$ cat src/cart_loader_consts.svh
// ==============================
// Cartridge loader constants
// File kinds, CRT header offsets, load base and address widths
// ==============================
`ifndef CART_LOADER_CONSTS_SVH
`define CART_LOADER_CONSTS_SVH

// External memory address width
`define LOAD_ADDR_W 25

// Download index values from the host
`define IDX_PRG 8'h02
`define IDX_CRT 8'h03
`define IDX_CRT_ALT 8'hC0

// CRT file header offsets
`define CRT_HDR_ID_HI 25'h16
`define CRT_HDR_ID_LO 25'h17
`define CRT_HDR_EXROM 25'h18
`define CRT_HDR_GAME 25'h19

// First chip block follows the 64 byte file header
`define CRT_CHIP_START 25'h40

// Cartridge data region and its bank alignment (8 KB)
`define CRT_BASE_ADDR 25'h100000
`define CRT_ALIGN_BITS 13

// CHIP packet header length in bytes
`define CHIP_HDR_LEN 16

`endif

$ cat src/cart_loader_pkg.sv
// ==============================
// Cartridge loader types
// Download kinds, load commands and CRT bank records
// ==============================
`default_nettype none

package cart_loader_pkg;

	// Kind of the download in progress
	typedef enum logic [1:0] {
		DL_NONE = 2'd0,
		DL_PRG  = 2'd1,
		DL_CRT  = 2'd2
	} dl_kind_e;

	// Operations on the load address and the memory write path
	typedef enum logic [2:0] {
		OP_NONE     = 3'd0,
		OP_SET_LO   = 3'd1,
		OP_SET_HI   = 3'd2,
		OP_SET_BASE = 3'd3,
		OP_ALIGN    = 3'd4,
		OP_WRITE    = 3'd5
	} load_op_e;

	typedef struct packed {
		load_op_e   op;
		logic [7:0] data;
	} load_cmd_t;

	// One CHIP packet header, fields big-endian in the file
	typedef struct packed {
		logic [7:0]  bank_type;
		logic [15:0] bank_num;
		logic [15:0] load_addr;
		logic [15:0] size;
	} crt_bank_t;

endpackage

`default_nettype wire

$ cat src/cart_loader_top.sv
// ==============================
// Cartridge loader top level
// ==============================
`timescale 1ns/1ns
`default_nettype none

`include "cart_loader_consts.svh"

module cart_loader_top (
	input  wire                         clk_sys,
	input  wire                         reset_n,
	input  wire                         dl_active_i,
	input  wire [7:0]                   dl_index_i,
	input  wire [`LOAD_ADDR_W-1:0]      dl_addr_i,
	input  wire [7:0]                   dl_data_i,
	input  wire                         dl_wr_i,
	input  wire                         slot_i,
	input  wire [`LOAD_ADDR_W-1:0]      host_addr_i,
	input  wire                         host_ce_i,
	input  wire                         host_we_i,
	input  wire [7:0]                   host_data_i,
	input  wire                         detach_i,
	output wire                         dl_wait_o,
	output wire [`LOAD_ADDR_W-1:0]      mem_addr_o,
	output wire                         mem_ce_o,
	output wire                         mem_we_o,
	output wire [7:0]                   mem_data_o,
	output wire [15:0]                  cart_id_o,
	output wire [7:0]                   cart_exrom_o,
	output wire [7:0]                   cart_game_o,
	output cart_loader_pkg::crt_bank_t  bank_o,
	output wire [`LOAD_ADDR_W-1:0]      bank_raddr_o,
	output wire                         bank_wr_o,
	output wire                         cart_attached_o
);

	cart_loader_pkg::load_cmd_t load_cmd;
	cart_loader_pkg::dl_kind_e  dl_kind;
	cart_loader_pkg::crt_bank_t chip_hdr;
	wire                        dl_done;
	wire                        chip_hdr_done;
	wire [`LOAD_ADDR_W-1:0]     load_addr;

	// Input side
	dl_stream_decoder u_dl_stream_decoder (
		.clk_sys         (clk_sys),
		.reset_n         (reset_n),
		.dl_active_i     (dl_active_i),
		.dl_index_i      (dl_index_i),
		.dl_addr_i       (dl_addr_i),
		.dl_data_i       (dl_data_i),
		.dl_wr_i         (dl_wr_i),
		.load_addr_i     (load_addr),
		.load_cmd_o      (load_cmd),
		.dl_kind_o       (dl_kind),
		.dl_done_o       (dl_done),
		.chip_hdr_o      (chip_hdr),
		.chip_hdr_done_o (chip_hdr_done),
		.cart_id_o       (cart_id_o),
		.cart_exrom_o    (cart_exrom_o),
		.cart_game_o     (cart_game_o)
	);

	// Memory write path
	slot_write_scheduler u_slot_write_scheduler (
		.clk_sys     (clk_sys),
		.reset_n     (reset_n),
		.load_cmd_i  (load_cmd),
		.slot_i      (slot_i),
		.host_addr_i (host_addr_i),
		.host_ce_i   (host_ce_i),
		.host_we_i   (host_we_i),
		.host_data_i (host_data_i),
		.load_addr_o (load_addr),
		.dl_wait_o   (dl_wait_o),
		.mem_addr_o  (mem_addr_o),
		.mem_ce_o    (mem_ce_o),
		.mem_we_o    (mem_we_o),
		.mem_data_o  (mem_data_o)
	);

	// Output side
	cart_status_regs u_cart_status_regs (
		.clk_sys         (clk_sys),
		.reset_n         (reset_n),
		.dl_kind_i       (dl_kind),
		.dl_done_i       (dl_done),
		.chip_hdr_i      (chip_hdr),
		.chip_hdr_done_i (chip_hdr_done),
		.load_addr_i     (load_addr),
		.detach_i        (detach_i),
		.bank_o          (bank_o),
		.bank_raddr_o    (bank_raddr_o),
		.bank_wr_o       (bank_wr_o),
		.cart_attached_o (cart_attached_o)
	);

endmodule

`default_nettype wire

$ cat src/cart_status_regs.sv
// ==============================
// Cartridge status
// Attached flag and bank records with their memory address
// ==============================
`timescale 1ns/1ns
`default_nettype none

`include "cart_loader_consts.svh"

module cart_status_regs import cart_loader_pkg::*; (
	input  wire                     clk_sys,
	input  wire                     reset_n,
	input  dl_kind_e                dl_kind_i,
	input  wire                     dl_done_i,
	input  crt_bank_t               chip_hdr_i,
	input  wire                     chip_hdr_done_i,
	input  wire [`LOAD_ADDR_W-1:0]  load_addr_i,
	input  wire                     detach_i,
	output crt_bank_t               bank_o,
	output logic [`LOAD_ADDR_W-1:0] bank_raddr_o,
	output logic                    bank_wr_o,
	output logic                    cart_attached_o
);

	logic detach_q;
	logic crt_q;
	logic is_crt;
	logic crt_start;
	logic detach_rise;

	assign is_crt      = dl_kind_i == DL_CRT;
	assign crt_start   = is_crt & ~crt_q;
	assign detach_rise = detach_i & ~detach_q;

	always_ff @(posedge clk_sys) begin
		if (!reset_n) begin
			detach_q        <= 1'b0;
			crt_q           <= 1'b0;
			bank_wr_o       <= 1'b0;
			cart_attached_o <= 1'b0;
		end else begin
			detach_q  <= detach_i;
			crt_q     <= is_crt;
			bank_wr_o <= chip_hdr_done_i;

			// A new image replaces the old one while PRG loads leave it alone
			if (detach_rise || crt_start)
				cart_attached_o <= 1'b0;
			else if (dl_done_i && is_crt)
				cart_attached_o <= 1'b1;
		end
	end

	// Load address is already on the 8 KB boundary of this chip
	always_ff @(posedge clk_sys) begin
		if (chip_hdr_done_i) begin
			bank_o       <= chip_hdr_i;
			bank_raddr_o <= load_addr_i;
		end
	end

endmodule

`default_nettype wire

$ cat src/crt_chip_parser.sv
// ==============================
// CRT image parser
// File header capture, CHIP header parsing and payload counting
// ==============================
`timescale 1ns/1ns
`default_nettype none

`include "cart_loader_consts.svh"

module crt_chip_parser import cart_loader_pkg::*; (
	input  wire                    clk_sys,
	input  wire                    reset_n,
	input  wire                    crt_byte_i,
	input  wire [`LOAD_ADDR_W-1:0] dl_addr_i,
	input  wire [7:0]              dl_data_i,
	input  wire [`LOAD_ADDR_W-1:0] load_addr_i,
	output load_cmd_t              load_cmd_o,
	output crt_bank_t              chip_hdr_o,
	output logic                   chip_hdr_done_o,
	output logic [15:0]            cart_id_o,
	output logic [7:0]             cart_exrom_o,
	output logic [7:0]             cart_game_o
);

	logic [31:0] blk_len;
	logic [3:0]  hdr_cnt;
	load_cmd_t   cmd_q;
	logic        hdr_done_q;
	crt_bank_t   hdr_q;
	logic        in_chips;
	logic        hdr_start;
	logic        aligned;

	assign in_chips  = dl_addr_i >= `CRT_CHIP_START;
	// A new CHIP packet starts once the previous block is used up
	assign hdr_start = in_chips && (blk_len == '0) && (hdr_cnt == '0);
	assign aligned   = load_addr_i[`CRT_ALIGN_BITS-1:0] == '0;

	// ==============================
	// Block and header counters
	// ==============================
	always_ff @(posedge clk_sys) begin
		if (!reset_n) begin
			blk_len    <= '0;
			hdr_cnt    <= '0;
			cmd_q.op   <= OP_NONE;
			hdr_done_q <= 1'b0;
		end else begin
			cmd_q.op   <= OP_NONE;
			hdr_done_q <= 1'b0;

			if (crt_byte_i) begin
				cmd_q.data <= dl_data_i;

				if (dl_addr_i == '0) begin
					cmd_q.op <= OP_SET_BASE;
					blk_len  <= '0;
					hdr_cnt  <= '0;
				end

				if (in_chips) begin
					if (hdr_start) begin
						hdr_cnt <= 4'd1;
						// Each chip starts on the next 8 KB boundary
						if (!aligned)
							cmd_q.op <= OP_ALIGN;
					end else if (hdr_cnt != '0) begin
						if (hdr_cnt == 4'(`CHIP_HDR_LEN - 1))
							hdr_cnt <= '0;
						else
							hdr_cnt <= hdr_cnt + 1'b1;

						case (hdr_cnt)
							4'd4: blk_len[31:24] <= dl_data_i;
							4'd5: blk_len[23:16] <= dl_data_i;
							4'd6: blk_len[15:8]  <= dl_data_i;
							4'd7: blk_len[7:0]   <= dl_data_i;
							// Packet length includes its own header
							4'd8: blk_len <= blk_len - 32'(`CHIP_HDR_LEN);
							default: ;
						endcase

						if (hdr_cnt == 4'(`CHIP_HDR_LEN - 1))
							hdr_done_q <= 1'b1;
					end else begin
						blk_len  <= blk_len - 1'b1;
						cmd_q.op <= OP_WRITE;
					end
				end
			end
		end
	end

	// ==============================
	// Header field capture
	// ==============================
	always_ff @(posedge clk_sys) begin
		if (crt_byte_i) begin
			if (dl_addr_i == `CRT_HDR_ID_HI)
				cart_id_o[15:8] <= dl_data_i;
			if (dl_addr_i == `CRT_HDR_ID_LO)
				cart_id_o[7:0] <= dl_data_i;
			if (dl_addr_i == `CRT_HDR_EXROM)
				cart_exrom_o <= dl_data_i;
			if (dl_addr_i == `CRT_HDR_GAME)
				cart_game_o <= dl_data_i;

			if (in_chips && hdr_cnt != '0) begin
				// Only the low byte of the chip type is kept
				case (hdr_cnt)
					4'd9:  hdr_q.bank_type       <= dl_data_i;
					4'd10: hdr_q.bank_num[15:8]  <= dl_data_i;
					4'd11: hdr_q.bank_num[7:0]   <= dl_data_i;
					4'd12: hdr_q.load_addr[15:8] <= dl_data_i;
					4'd13: hdr_q.load_addr[7:0]  <= dl_data_i;
					4'd14: hdr_q.size[15:8]      <= dl_data_i;
					4'd15: hdr_q.size[7:0]       <= dl_data_i;
					default: ;
				endcase
			end
		end
	end

	assign load_cmd_o      = cmd_q;
	assign chip_hdr_o      = hdr_q;
	assign chip_hdr_done_o = hdr_done_q;

endmodule

`default_nettype wire

$ cat src/dl_stream_decoder.sv
// ==============================
// Download stream decoder
// Classifies the file and turns PRG and CRT bytes into load commands
// ==============================
`timescale 1ns/1ns
`default_nettype none

`include "cart_loader_consts.svh"

module dl_stream_decoder import cart_loader_pkg::*; (
	input  wire                    clk_sys,
	input  wire                    reset_n,
	input  wire                    dl_active_i,
	input  wire [7:0]              dl_index_i,
	input  wire [`LOAD_ADDR_W-1:0] dl_addr_i,
	input  wire [7:0]              dl_data_i,
	input  wire                    dl_wr_i,
	input  wire [`LOAD_ADDR_W-1:0] load_addr_i,
	output load_cmd_t              load_cmd_o,
	output dl_kind_e               dl_kind_o,
	output logic                   dl_done_o,
	output crt_bank_t              chip_hdr_o,
	output logic                   chip_hdr_done_o,
	output logic [15:0]            cart_id_o,
	output logic [7:0]             cart_exrom_o,
	output logic [7:0]             cart_game_o
);

	function automatic dl_kind_e decode_kind(input logic [7:0] idx);
		dl_kind_e kind;
		if (idx == `IDX_PRG)
			kind = DL_PRG;
		else if (idx == `IDX_CRT || idx == `IDX_CRT_ALT)
			kind = DL_CRT;
		else
			kind = DL_NONE;
		return kind;
	endfunction

	logic      active_q;
	logic      done_q;
	dl_kind_e  kind_q;
	dl_kind_e  cur_kind;
	load_cmd_t prg_cmd_q;
	load_cmd_t crt_cmd;
	logic      dl_start;
	logic      crt_byte;

	// Kind is taken from the index in the first cycle of a download
	assign dl_start = dl_active_i & ~active_q;
	assign cur_kind = dl_start ? decode_kind(dl_index_i) : kind_q;
	assign crt_byte = dl_wr_i & (cur_kind == DL_CRT);

	always_ff @(posedge clk_sys) begin
		if (!reset_n) begin
			active_q     <= 1'b0;
			done_q       <= 1'b0;
			kind_q       <= DL_NONE;
			prg_cmd_q.op <= OP_NONE;
		end else begin
			active_q     <= dl_active_i;
			done_q       <= active_q & ~dl_active_i;
			prg_cmd_q.op <= OP_NONE;

			// Kind stays valid through the done cycle
			if (dl_start)
				kind_q <= decode_kind(dl_index_i);
			else if (done_q)
				kind_q <= DL_NONE;

			// PRG carries two little-endian address bytes before its payload
			if (dl_wr_i && cur_kind == DL_PRG) begin
				prg_cmd_q.data <= dl_data_i;
				if (dl_addr_i == '0)
					prg_cmd_q.op <= OP_SET_LO;
				else if (dl_addr_i == `LOAD_ADDR_W'd1)
					prg_cmd_q.op <= OP_SET_HI;
				else
					prg_cmd_q.op <= OP_WRITE;
			end
		end
	end

	crt_chip_parser u_crt_chip_parser (
		.clk_sys         (clk_sys),
		.reset_n         (reset_n),
		.crt_byte_i      (crt_byte),
		.dl_addr_i       (dl_addr_i),
		.dl_data_i       (dl_data_i),
		.load_addr_i     (load_addr_i),
		.load_cmd_o      (crt_cmd),
		.chip_hdr_o      (chip_hdr_o),
		.chip_hdr_done_o (chip_hdr_done_o),
		.cart_id_o       (cart_id_o),
		.cart_exrom_o    (cart_exrom_o),
		.cart_game_o     (cart_game_o)
	);

	assign load_cmd_o = (kind_q == DL_CRT) ? crt_cmd : prg_cmd_q;
	assign dl_kind_o  = kind_q;
	assign dl_done_o  = done_q;

endmodule

`default_nettype wire

$ cat src/slot_write_scheduler.sv
// ==============================
// Slot write scheduler
// Load address, one pending byte, writes inside loader memory slots
// ==============================
`timescale 1ns/1ns
`default_nettype none

`include "cart_loader_consts.svh"

module slot_write_scheduler import cart_loader_pkg::*; (
	input  wire                     clk_sys,
	input  wire                     reset_n,
	input  load_cmd_t               load_cmd_i,
	input  wire                     slot_i,
	input  wire [`LOAD_ADDR_W-1:0]  host_addr_i,
	input  wire                     host_ce_i,
	input  wire                     host_we_i,
	input  wire [7:0]               host_data_i,
	output logic [`LOAD_ADDR_W-1:0] load_addr_o,
	output logic                    dl_wait_o,
	output logic [`LOAD_ADDR_W-1:0] mem_addr_o,
	output logic                    mem_ce_o,
	output logic                    mem_we_o,
	output logic [7:0]              mem_data_o
);

	logic [`LOAD_ADDR_W-1:0] load_addr;
	logic                    pending;
	logic [7:0]              pend_data;
	logic                    slot_q;
	logic                    wr_arm;
	logic [`LOAD_ADDR_W-1:0] wr_addr;
	logic [7:0]              wr_data;
	logic                    slot_fall;
	logic                    slot_first;
	logic                    loader_wr;

	assign slot_fall  = slot_q & ~slot_i;
	assign slot_first = slot_i & ~slot_q;

	// ==============================
	// Load address and write pipeline
	// ==============================
	always_ff @(posedge clk_sys) begin
		if (!reset_n) begin
			load_addr <= '0;
			pending   <= 1'b0;
			slot_q    <= 1'b0;
			wr_arm    <= 1'b0;
		end else begin
			slot_q <= slot_i;

			// Armed write is spent in the first cycle of the slot
			if (slot_first)
				wr_arm <= 1'b0;

			// Prepare between slots so the write is ready when the next one opens
			if (slot_fall && pending) begin
				pending   <= 1'b0;
				wr_arm    <= 1'b1;
				load_addr <= load_addr + 1'b1;
			end

			case (load_cmd_i.op)
				// PRG files always target the low 64 KB
				OP_SET_LO:   load_addr <= {{(`LOAD_ADDR_W-16){1'b0}}, load_addr[15:8],
				                           load_cmd_i.data};
				OP_SET_HI:   load_addr[15:8] <= load_cmd_i.data;
				OP_SET_BASE: load_addr <= `CRT_BASE_ADDR;
				OP_ALIGN:    load_addr <= {load_addr[`LOAD_ADDR_W-1:`CRT_ALIGN_BITS] + 1'b1,
				                           {`CRT_ALIGN_BITS{1'b0}}};
				OP_WRITE:    pending <= 1'b1;
				default: ;
			endcase
		end
	end

	always_ff @(posedge clk_sys) begin
		if (load_cmd_i.op == OP_WRITE)
			pend_data <= load_cmd_i.data;
		if (slot_fall && pending) begin
			wr_addr <= load_addr;
			wr_data <= pend_data;
		end
	end

	// Wait covers the command cycle too, before pending is set
	assign dl_wait_o   = pending | (load_cmd_i.op == OP_WRITE);
	assign load_addr_o = load_addr;

	// ==============================
	// Memory port mux
	// ==============================
	assign loader_wr  = slot_first & wr_arm;
	assign mem_addr_o = slot_i ? wr_addr : host_addr_i;
	assign mem_ce_o   = slot_i ? loader_wr : host_ce_i;
	assign mem_we_o   = slot_i ? loader_wr : host_we_i;
	assign mem_data_o = slot_i ? wr_data : host_data_i;

endmodule

`default_nettype wire

$ cat config.mk
export PLATFORM = sky130hd
export DESIGN_NAME = cart_loader_top
export DESIGN_NICKNAME = d
export VERILOG_FILES = /design/src/cart_loader_pkg.sv /design/src/cart_loader_top.sv /design/src/cart_status_regs.sv /design/src/crt_chip_parser.sv /design/src/dl_stream_decoder.sv /design/src/slot_write_scheduler.sv
export VERILOG_INCLUDE_DIRS = /design/src
export SDC_FILE = /design/constraint.sdc
export NUM_CORES = 1
export LEC_CHECK = 0
export ABC_CLOCK_PERIOD_IN_PS = 3550
export BUFFER_PORTS_ARGS = -buffer_cell sky130_fd_sc_hd__clkbuf_2
export CORE_UTILIZATION = 40
export DETAILED_ROUTE_END_ITERATION = 6
export GPL_TIMING_DRIVEN = 0
export PLACE_DENSITY_LB_ADDON = 0.3
export SYNTH_ARGS = -nofsm -noshare
export SYNTH_HDL_FRONTEND = slang
export SYNTH_SLANG_ARGS = --single-unit
$ cat constraint.sdc
create_clock -name clk_sys -period 3.55 [get_ports clk_sys]
set_input_delay 0.8875 -clock clk_sys [delete_from_list [all_inputs] [get_ports clk_sys]]
set_output_delay 0.8875 -clock clk_sys [all_outputs]
set_load 0.005 [all_outputs]
======== After elaboration in Yosys (flattened, before gate mapping) ========
Index checks and enable logic that the tools add are counted.
storage, ports and cells
  input bits .............................. 82
  output and inout port bits .............. 151
  register bits ........................... 305
  word-level logic and storage cells ...... 171
cells by class
  magnitude comparators ................... 1
  bitwise operators ....................... 21
  mux-type cells .......................... 39
  reduce and logical (&&, ||, !) cells .... 37
  equal/unequal tests ..................... 28
  add/subtract/negate cells ............... 5
operators by type and width
  kind                     number
  $mux W32                 4
  $eq A25 B5 Y1 const B    4
  $pmux W8 S2              5
  $mux W25                 2
  $eq A4 B4 Y1 const B     8
  $logic_not A32 Y1        1
  $pmux W8 S4              1
  $sub A32 B1 Y32 const B  1
  $sub A32 B5 Y32 const B  1
  $pmux W9 S3              1
  $add A25 B1 Y25 const B  1
  $eq A25 B1 Y1 const B    1
  $ge A25 B7 Y1 const B    1
  $logic_not A25 Y1        1
  $reduce_and A3 Y1        7
  $mux W4                  5
  $eq A4 B3 Y1 const B     4
  $eq A8 B2 Y1 const B     2
  $mux W3                  5
  $reduce_and A2 Y1        7
  $logic_not A13 Y1        1
  $add A12 B1 Y12 const B  1
  $mux W2                  6
  $not A1 Y1               12
  21 further kinds         49

======== Logic depth before layout (Yosys ltp) ========
Gate-level depths: netlist of run 1.
  word-level depth ........................ 9
  mapped depth ............................ 10
  gate-level depth less buffers ........... 8

======== By module ========
Synthesis of run 1 repeated with hierarchy kept, for this count alone.
unflattened totals
  cell total of the unflattened synthesis .. 1,008
  area, all modules ....................... 12,969.9 um^2
modules (own cells, without submodules)
  module                instances  cells an instance  seq. area each (um^2)  area an instance (um^2)
  crt_chip_parser       1          535                3,683.5                6,216.0
  slot_write_scheduler  1          321                1,791.7                3,463.3
  cart_status_regs      1          92                 2,512.4                2,571.2
  dl_stream_decoder     1          60                 380.4                  719.4

======== Least setup slack after synthesis of run 1 ========
OpenSTA, ideal clock, no wires.
  path type ............................... in2reg
  from .................................... input port dl_index_i[3]
  to ...................................... register u_dl_stream_decoder.u_crt_chip_parser.hdr_q, in the netlist u_dl_stream_decoder.u_crt_chip_parser.chip_hdr_o[24] (enable)
  arrival ................................. 2.765 ns
  slack ................................... 0.401 ns
  data required time ...................... 3.167 ns
  setup time .............................. 0.383 ns
  stages on the path ...................... 5
  path buffers ............................ 0
  path through ............................ nor4_1 -> o211ai_1 -> a211oi_2 -> nand2_1 -> nor3_1
between the ends
  cells in the longest elaborated chain, start to end .. 8
  elaborated cells on any way between the ends .. 10
  classes of those cells .................. eq/ne (4); mux (3); bitwise (1); reduce/logical (2)
ends and longest elaborated chain
  what                                                           RTL line                 RTL
  start, declared                                                cart_loader_top.sv:13    input wire [7:0] dl_index_i,
  $eq A8 B2 Y1 (no line) / $eq A8 B8 Y1 (equally long branches)  --
  $logic_or A1 B1 Y1 (no line)                                   --
  $mux W2                                                        dl_stream_decoder.sv:33  else if (idx == `IDX_CRT || idx == `IDX_CRT_ALT)
  $mux W2 (*)                                                    dl_stream_decoder.sv:31  if (idx == `IDX_PRG)
  $mux W2 (*)                                                    dl_stream_decoder.sv:51  assign cur_kind = dl_start ? decode_kind(dl_index_i) : kind_q;
  $eq A2 B2 Y1 (*)                                               dl_stream_decoder.sv:52  assign crt_byte = dl_wr_i & (cur_kind == DL_CRT);
  $and A1 B1 Y1 (*)                                              dl_stream_decoder.sv:52
  $reduce_and A3 Y1 (no line) (*)                                --
  end, declared                                                  crt_chip_parser.sv:29    crt_bank_t hdr_q;
Mark *: on every way between the ends. The rest lies on a longest branch, timed or not.
A chain may end at the register's enable or synchronous reset.

======== Worst setup path in the final report of run 1 ========
  from .................................... input port dl_addr_i[17]
  to ...................................... register u_dl_stream_decoder.u_crt_chip_parser.blk_len[11]
between the ends
  cells in the longest elaborated chain, start to end .. 6
  elaborated cells on any way between the ends .. 9
  classes of those cells .................. order compare (1); mux (5); reduce/logical (3)
ends and longest elaborated chain
  what                                                   RTL line               RTL
  start, declared                                        cart_loader_top.sv:14  input wire [`LOAD_ADDR_W-1:0] dl_addr_i,
  branches (longest 5 deep; another with $ge A25 B7 Y1)  --
  $mux W32 (*)                                           crt_chip_parser.sv:61  if (in_chips) begin
  end signal, assigned                                   crt_chip_parser.sv:76  4'd6: blk_len[15:8] <= dl_data_i;
  end signal, assigned                                   crt_chip_parser.sv:79  4'd8: blk_len <= blk_len - 32'(`CHIP_HDR_LEN);
  end signal, assigned                                   crt_chip_parser.sv:86  blk_len <= blk_len - 1'b1;
  end, declared                                          crt_chip_parser.sv:25  logic [31:0] blk_len;
Mark *: on every way between the ends.

==> results_dict.tcl, run 1 <==
set metrics [dict create \
    status "completed" \
    cts_htree_levels 1 \
    cts_tree "yes" \
    drv_slew 0 \
    avgViaCountPerCell 5.60 \
    synthesis.area_um2 12900 \
    initial_utilization 0.408 \
    path_clk_slew_ns 0.06 \
    netlist.area_leader.share 0.525 \
    coreArea_um2 31600 \
    max_slew.worst_pin.slew_ns 1.02 \
    clock-sinks 305 \
    endpoint_kind "register" \
    ir_drop_v 0.000360 \
    period_minus_slack_ns 3.42 \
    clkLatencyLatePin_ns 0.56 \
    worstSetupPathType "in -> reg" \
    drtIter0Drc 787 \
    min_path_cells 0 \
    die_h_um 182 \
    grt_start_max_net_pins 46 \
    rsz0062_at_grt "no" \
    yosys_most_used_dff "edfxtp_1" \
    r2r_cells 8 \
    wl_um 34000 \
    ys_top_cells_by_area "edfxtp_1, dfxtp_1, mux2_2" \
    track_usage 0.200 \
    dieArea_um2 33000 \
    cp-start-kind "primary input" \
    cts-root-buf "clkbuf_16" \
    min_to "u_cart_status_regs.bank_o[14]" \
    cts_setup_buffers 0 \
    dp_hpwl_um 23200 \
    syn_inst 1014 \
    multi_input_area_um2 4200 \
    numCtsBuffers 31 \
    clock_path_buffers 3 \
    yosysTopAreaCell "edfxtp_1" \
    p_leak_nw 5.91 \
    ys_types 90 \
    cap_violations 0 \
    synthTopCellsByCount "edfxtp_1, dfxtp_1, nor2_1, a21oi_1, nand2_1" \
    synth.most_common_cell "edfxtp_1" \
    finalHoldViolCount 0 \
    port_buffers 231 \
    synth_edf_count 226 \
    io_pins 233 \
    die_w_um 182 \
    fin_crit_sh 0.964 \
    timing.hold.ws_ns 0.411 \
    ant_nets 0 \
    clock_skew_ns 0.0193 \
    cp.required_ns 3.99 \
    reg2reg_slack_ns 0.25 \
    grt_pass1_wl_um 51200 \
    synth_seq_cells 305 \
    nNetsFinal 1371 \
    fin_tns_setup_ns 0 \
    slew_headroom 0.314 \
    fillerInstances 2784 \
    drt_pre_antenna_iters 5 \
    p_per_area_nw_per_um2 465 \
    layout-drive-gt1-share 0.278 \
    antenna_found_initial 2 \
    grt_overflow 0 \
    hp-class "reg -> reg" \
    finalSetupViolCount 0 \
    ys_warn_count 0 \
    area_growth_pct 21.5 \
    async_reset_ff_frac 0 \
    seq_area_um2 8370 \
    synth_seq_area_share 0.648 \
    max_freq_mhz 292 \
    hold_buffers 0 \
    drc 0 \
    arrival_ns 3.86 \
    wire_per_inst_um 19.9 \
    grt_pass1_vias 8900 \
    num_vias 9559 \
    core.rowCount 65 \
    crit_fanout 7 \
    gp_congestion 0.925 \
    synth_nets 1106 \
    syn_avg_cell_area_um2 12.7 \
]
[what timing repair did]
action / in CTS / in global routing
pin swaps: 0 / 0
gates cloned: 0 / 0
resized for setup: 7 / 2
endpoints found under the setup margin: 37 / 1
[registers in the layout, summed over array words and instances, names as in the netlist, 11 cells and up]
| name | cells |
|---|---|
| u_cart_status_regs.bank_o | 56 |
| u_cart_status_regs.bank_raddr_o | 25 |
| u_dl_stream_decoder.prg_cmd_q | 11 |
| u_dl_stream_decoder.u_crt_chip_parser.blk_len | 32 |
| u_dl_stream_decoder.u_crt_chip_parser.cart_id_o | 16 |
| u_dl_stream_decoder.u_crt_chip_parser.chip_hdr_o | 56 |
| u_dl_stream_decoder.u_crt_chip_parser.load_cmd_o | 11 |
| u_slot_write_scheduler.load_addr_o | 25 |
| u_slot_write_scheduler.wr_addr | 25 |
[metal layers]
metal  wire length, um  part of all wire  track usage  up-vias
li1                  -                 -            -     4457
met1             14200              0.42        0.262     4635
met2             16400              0.48        0.335      404
met3              2580             0.076       0.0381       61
met4               857             0.025       0.0641        2
met5                 9           0.00026            0        -
[placed cells by master, fill, tap and decap left out, types with 6 or more instances in the layout]
cell / instances
a31oi_1: 7
a32oi_1: 6
and2_1: 14
nand3_1: 20
xor2_1: 6
clkbuf_1: 40
a311oi_1: 6
dfxtp_1: 78
nor2b_1: 10
nor3_1: 37
nand4_1: 7
inv_1: 33
or4_1: 6
mux2i_1: 11
o21ai_0: 47
mux2_2: 33
clkbuf_8: 7
clkbuf_2: 231
xnor2_1: 11
nor2_1: 62
edfxtp_1: 226
clkbuf_16: 32
and3_1: 8
a21o_1: 15
or2_2: 7
or3_1: 8
o22ai_1: 12
and4_1: 6
nor4_1: 27
o2bb2ai_1: 9
a21oi_1: 57
nand2_1: 57
buf_6: 7
ha_1: 10
o21a_1: 7
[critical path, cell delays in order]
cell and delay [ns]:
clkbuf_2 0.10, nor4_2 0.51, and4_1 0.44, nand4b_1 0.35, o21ai_1 0.77, a21oi_1 0.36, a221o_1 0.44
[cell families (layout without fill, tap and decap cells)]
logic type	Yosys count	after routing	synth area share
xor gates and xnor gates	17	17	0.0115
AOI/OAI and AO/OA	246	246	0.131
muxes	45	45	0.0381
and+or+nand+nor	310	310	0.131
buffers and inverters	81	371	0.0307
other	0	1	0
adders and majority gates	10	10	0.00968
DFF	305	305	0.648
[per-stage QoR]
step / instance area [um^2] / setup slack (ns) / std cells / power, mW / utilization
6_report: 15700 / 0.128 / 1707 / 7.30 / 0.496
5_1_grt: 15700 / 0.0285 / 1707 / 7.50 / 0.496
4_1_cts: 15700 / 0.0710 / 1706 / 7.35 / 0.496
3_5_place_dp: 14600 / -1.04 / 1648 / 4.06 / 0.462
3_3_place_gp: 14600 / -0.877 / 1647 / 4.06 / 0.461
2_1_floorplan: 12900 / 0.401 / 1014 / 3.94 / -
[worst max path at each step]
| stage | start | end | slack, ns | depth (start not counted) |
|---|---|---|---|---|
| after floorplan | dl_index_i[3] | register | 0.40 | 5 |
| after global placement | dl_addr_i[17] | register | -0.88 | 7 |
| after detailed placement | dl_addr_i[17] | register | -1.04 | 7 |
| after CTS | u_dl_stream_decoder.dl_kind_o[1] | dl_wait_o | 0.07 | 6 |
| after global routing | register | register | 0.03 | 8 |
| final | dl_addr_i[17] | register | 0.13 | 7 |
[final cells by class]
class                   instances  area share
plain buffers                  46      0.0169
inverters                      35     0.00837
repair buffers                232      0.0754
clock inverters                10     0.00876
well taps                     402      0.0320
flip-flops and latches        305       0.533
clock buffers                  48      0.0580
diodes                          1    0.000159
multi-input cells             628       0.267
[where the power goes]
part	switching, mW	leakage [nW]	internal (mW)
combinational	0.113	2.75	0.0766
clock	1.33	0.514	1.98
sequential	0.00124	2.64	3.80
No activity file was read; power rests on OpenSTA's default activity.
==> run 2, diff against run 1 <==
--- a/config.mk
+++ b/config.mk
@@ -8,10 +8,11 @@
 export LEC_CHECK = 0
 export ABC_CLOCK_PERIOD_IN_PS = 3550
 export BUFFER_PORTS_ARGS = -buffer_cell sky130_fd_sc_hd__clkbuf_2
+export CAP_MARGIN = 20
 export CORE_UTILIZATION = 40
 export DETAILED_ROUTE_END_ITERATION = 6
 export GPL_TIMING_DRIVEN = 0
-export PLACE_DENSITY_LB_ADDON = 0.3
+export PLACE_DENSITY = 0.62
 export SYNTH_ARGS = -nofsm -noshare
 export SYNTH_HDL_FRONTEND = slang
 export SYNTH_SLANG_ARGS = --single-unit
==> run 2 against run 1 <==
Against the previous run: die area did not move; design area rose by 0.18%; critical path depth fell by 1; via count rose by 0.45%; sequential share of layout area fell by 0.097 points; critical path type is now reg -> out; largest cell class unchanged; highest routed layer unchanged.
==> results_dict.tcl, run 2 (synthesized netlist as in run 1, its figures left out) <==
set metrics [dict create \
    status "completed" \
    avgViaCountPerCell 5.60 \
    track_usage 0.202 \
    ant_nets 0 \
    period_minus_slack_ns 3.33 \
    nNetsFinal 1377 \
    path_clk_slew_ns 0.06 \
    p_leak_nw 5.93 \
    cts_htree_levels 2 \
    clkLatencyLatePin_ns 0.52 \
    timing.hold.ws_ns 0.409 \
    wire_per_inst_um 19.9 \
    r2r_cells 8 \
    finalSetupViolCount 0 \
    cts_setup_buffers 0 \
    fin_crit_sh 0.937 \
    die_h_um 182 \
    wl_um 34100 \
    min_path_cells 0 \
    gp_congestion 0.916 \
    cp_slowest_cell "mux2i_4" \
    cpPeakStageDelay_ns 0.45 \
    cp_cell_sequence "nor2b_1 > clkbuf_1 > mux2i_4 > nor2b_4 > or2_2 > clkbuf_2" \
    ir_drop_v 0.000268 \
    max_freq_mhz 301 \
    reg2reg_slack_ns 0.22 \
    num_vias 9602 \
    final_common_cell "clkbuf_2" \
    layout_common_cells "clkbuf_2, edfxtp_1, dfxtp_1" \
    dieArea_um2 33000 \
    clock_skew_ns 0.0265 \
    cp-start-kind "register" \
    cts_tree "yes" \
    placed_cells 1650 \
    grt_start_max_net_pins 45 \
    antenna_found_initial 3 \
    fin_area_um2 15700 \
    instances_no_fill 1715 \
    clock-sinks 305 \
    worstSetupPathType "reg -> out" \
    drtIter0Drc 656 \
    arrival_ns 2.44 \
    port_buffers 231 \
    grt_pass1_vias 8875 \
    dp_hpwl_um 23200 \
    max_slew.worst_pin.slew_ns 1.07 \
    numCtsBuffers 34 \
    crit_fanout 10 \
    path_buf_inv 2 \
    cap_violations 0 \
    drt_pre_antenna_iters 5 \
    p_per_area_nw_per_um2 468 \
    cts-root-buf "clkbuf_16" \
    grt_pass1_wl_um 51200 \
    clock_path_buffers 3 \
    core.rowCount 65 \
    drc 0 \
    die_w_um 182 \
    initial_utilization 0.408 \
    layout-drive-gt1-share 0.277 \
    min_to "u_cart_status_regs.bank_o[47]" \
    hp-class "reg -> reg" \
    power_mw 7.37 \
    slew_headroom 0.283 \
    io_pins 233 \
    post_dp_cell_area_um2 14600 \
    grt_overflow 0 \
    cp_top_family "simple AND/OR/NAND/NOR gates" \
    endpoint_kind "output pin" \
    drv_slew 0 \
    rsz0062_at_grt "no" \
    area_growth_pct 21.8 \
    final_core_util 0.497 \
    finalHoldViolCount 0 \
    cp.required_ns 2.66 \
    coreArea_um2 31600 \
]
## run 2: cell count changes in the layout (fill, tap and decap cells not counted), sizes merged
| cell | change |
|---|---|
| inv | +1 |
| diode | +1 |
| clkinv | +4 |
| bufinv | -1 |
| buf | +3 |
## run 2: layout make-up
cell class              instances  area [um^2]
diodes                          2         5.00
plain buffers                  46          265
clock buffers                  48          923
clock inverters                14          145
fillers                      2834        15900
inverters                      35          131
multi-input cells             628         4190
flip-flops and latches        305         8370
well taps                     402          503
repair buffers                235         1200
## run 2: worst reg2reg max path, delay by kind of cell, from the launching register on
family / cells / cell delay (ns)
AO/OA/AOI/OAI: 2 / 0.96
adder cells (fa/ha/maj): 1 / 0.28
buffers and inverters: 1 / 0.12
flip-flops: 1 / 0.35
AND/OR/NAND/NOR: 4 / 1.54
## run 2: through the flow
stage | setup slack, ns | setup TNS, ns
floorplan | 0.401 | 0
global placement | -0.909 | -46.87
detailed placement | -0.875 | -39.40
CTS | 0.0116 | 0
global route | 0.0202 | 0
finish | 0.222 | 0
## run 2: per-layer routing
metal	routed length (um)	GRT usage	vias up	share of wire
met5	12	0	-	0.00035
met4	831	0.0712	2	0.024
met3	2270	0.0379	70	0.067
met2	16600	0.332	407	0.49
met1	14400	0.266	4643	0.42
li1	-	-	4480	-
## run 2: worst max path at each step
stage                                                start         to  cells after the start
after global placement                        dl_addr_i[6]   register                      7
after detailed placement                      dl_addr_i[6]   register                      7
after floorplan                              dl_index_i[3]   register                      5
final                     u_dl_stream_decoder.dl_kind_o[1]  dl_wait_o                      6
after CTS                                      dl_active_i   register                      6
after global routing                              register   register                      8
## run 2: power by group
part / switching, mW / internal [mW]
clock: 1.40 / 1.98
sequential: 0.00120 / 3.80
combinational: 0.111 / 0.0767
## run 2: timing repair
action                                  in CTS  in global routing
hold buffers                                 0                  0
endpoints found under the setup margin      17                  1
resized for setup                            5                  2
hold endpoints to repair                     0                  0
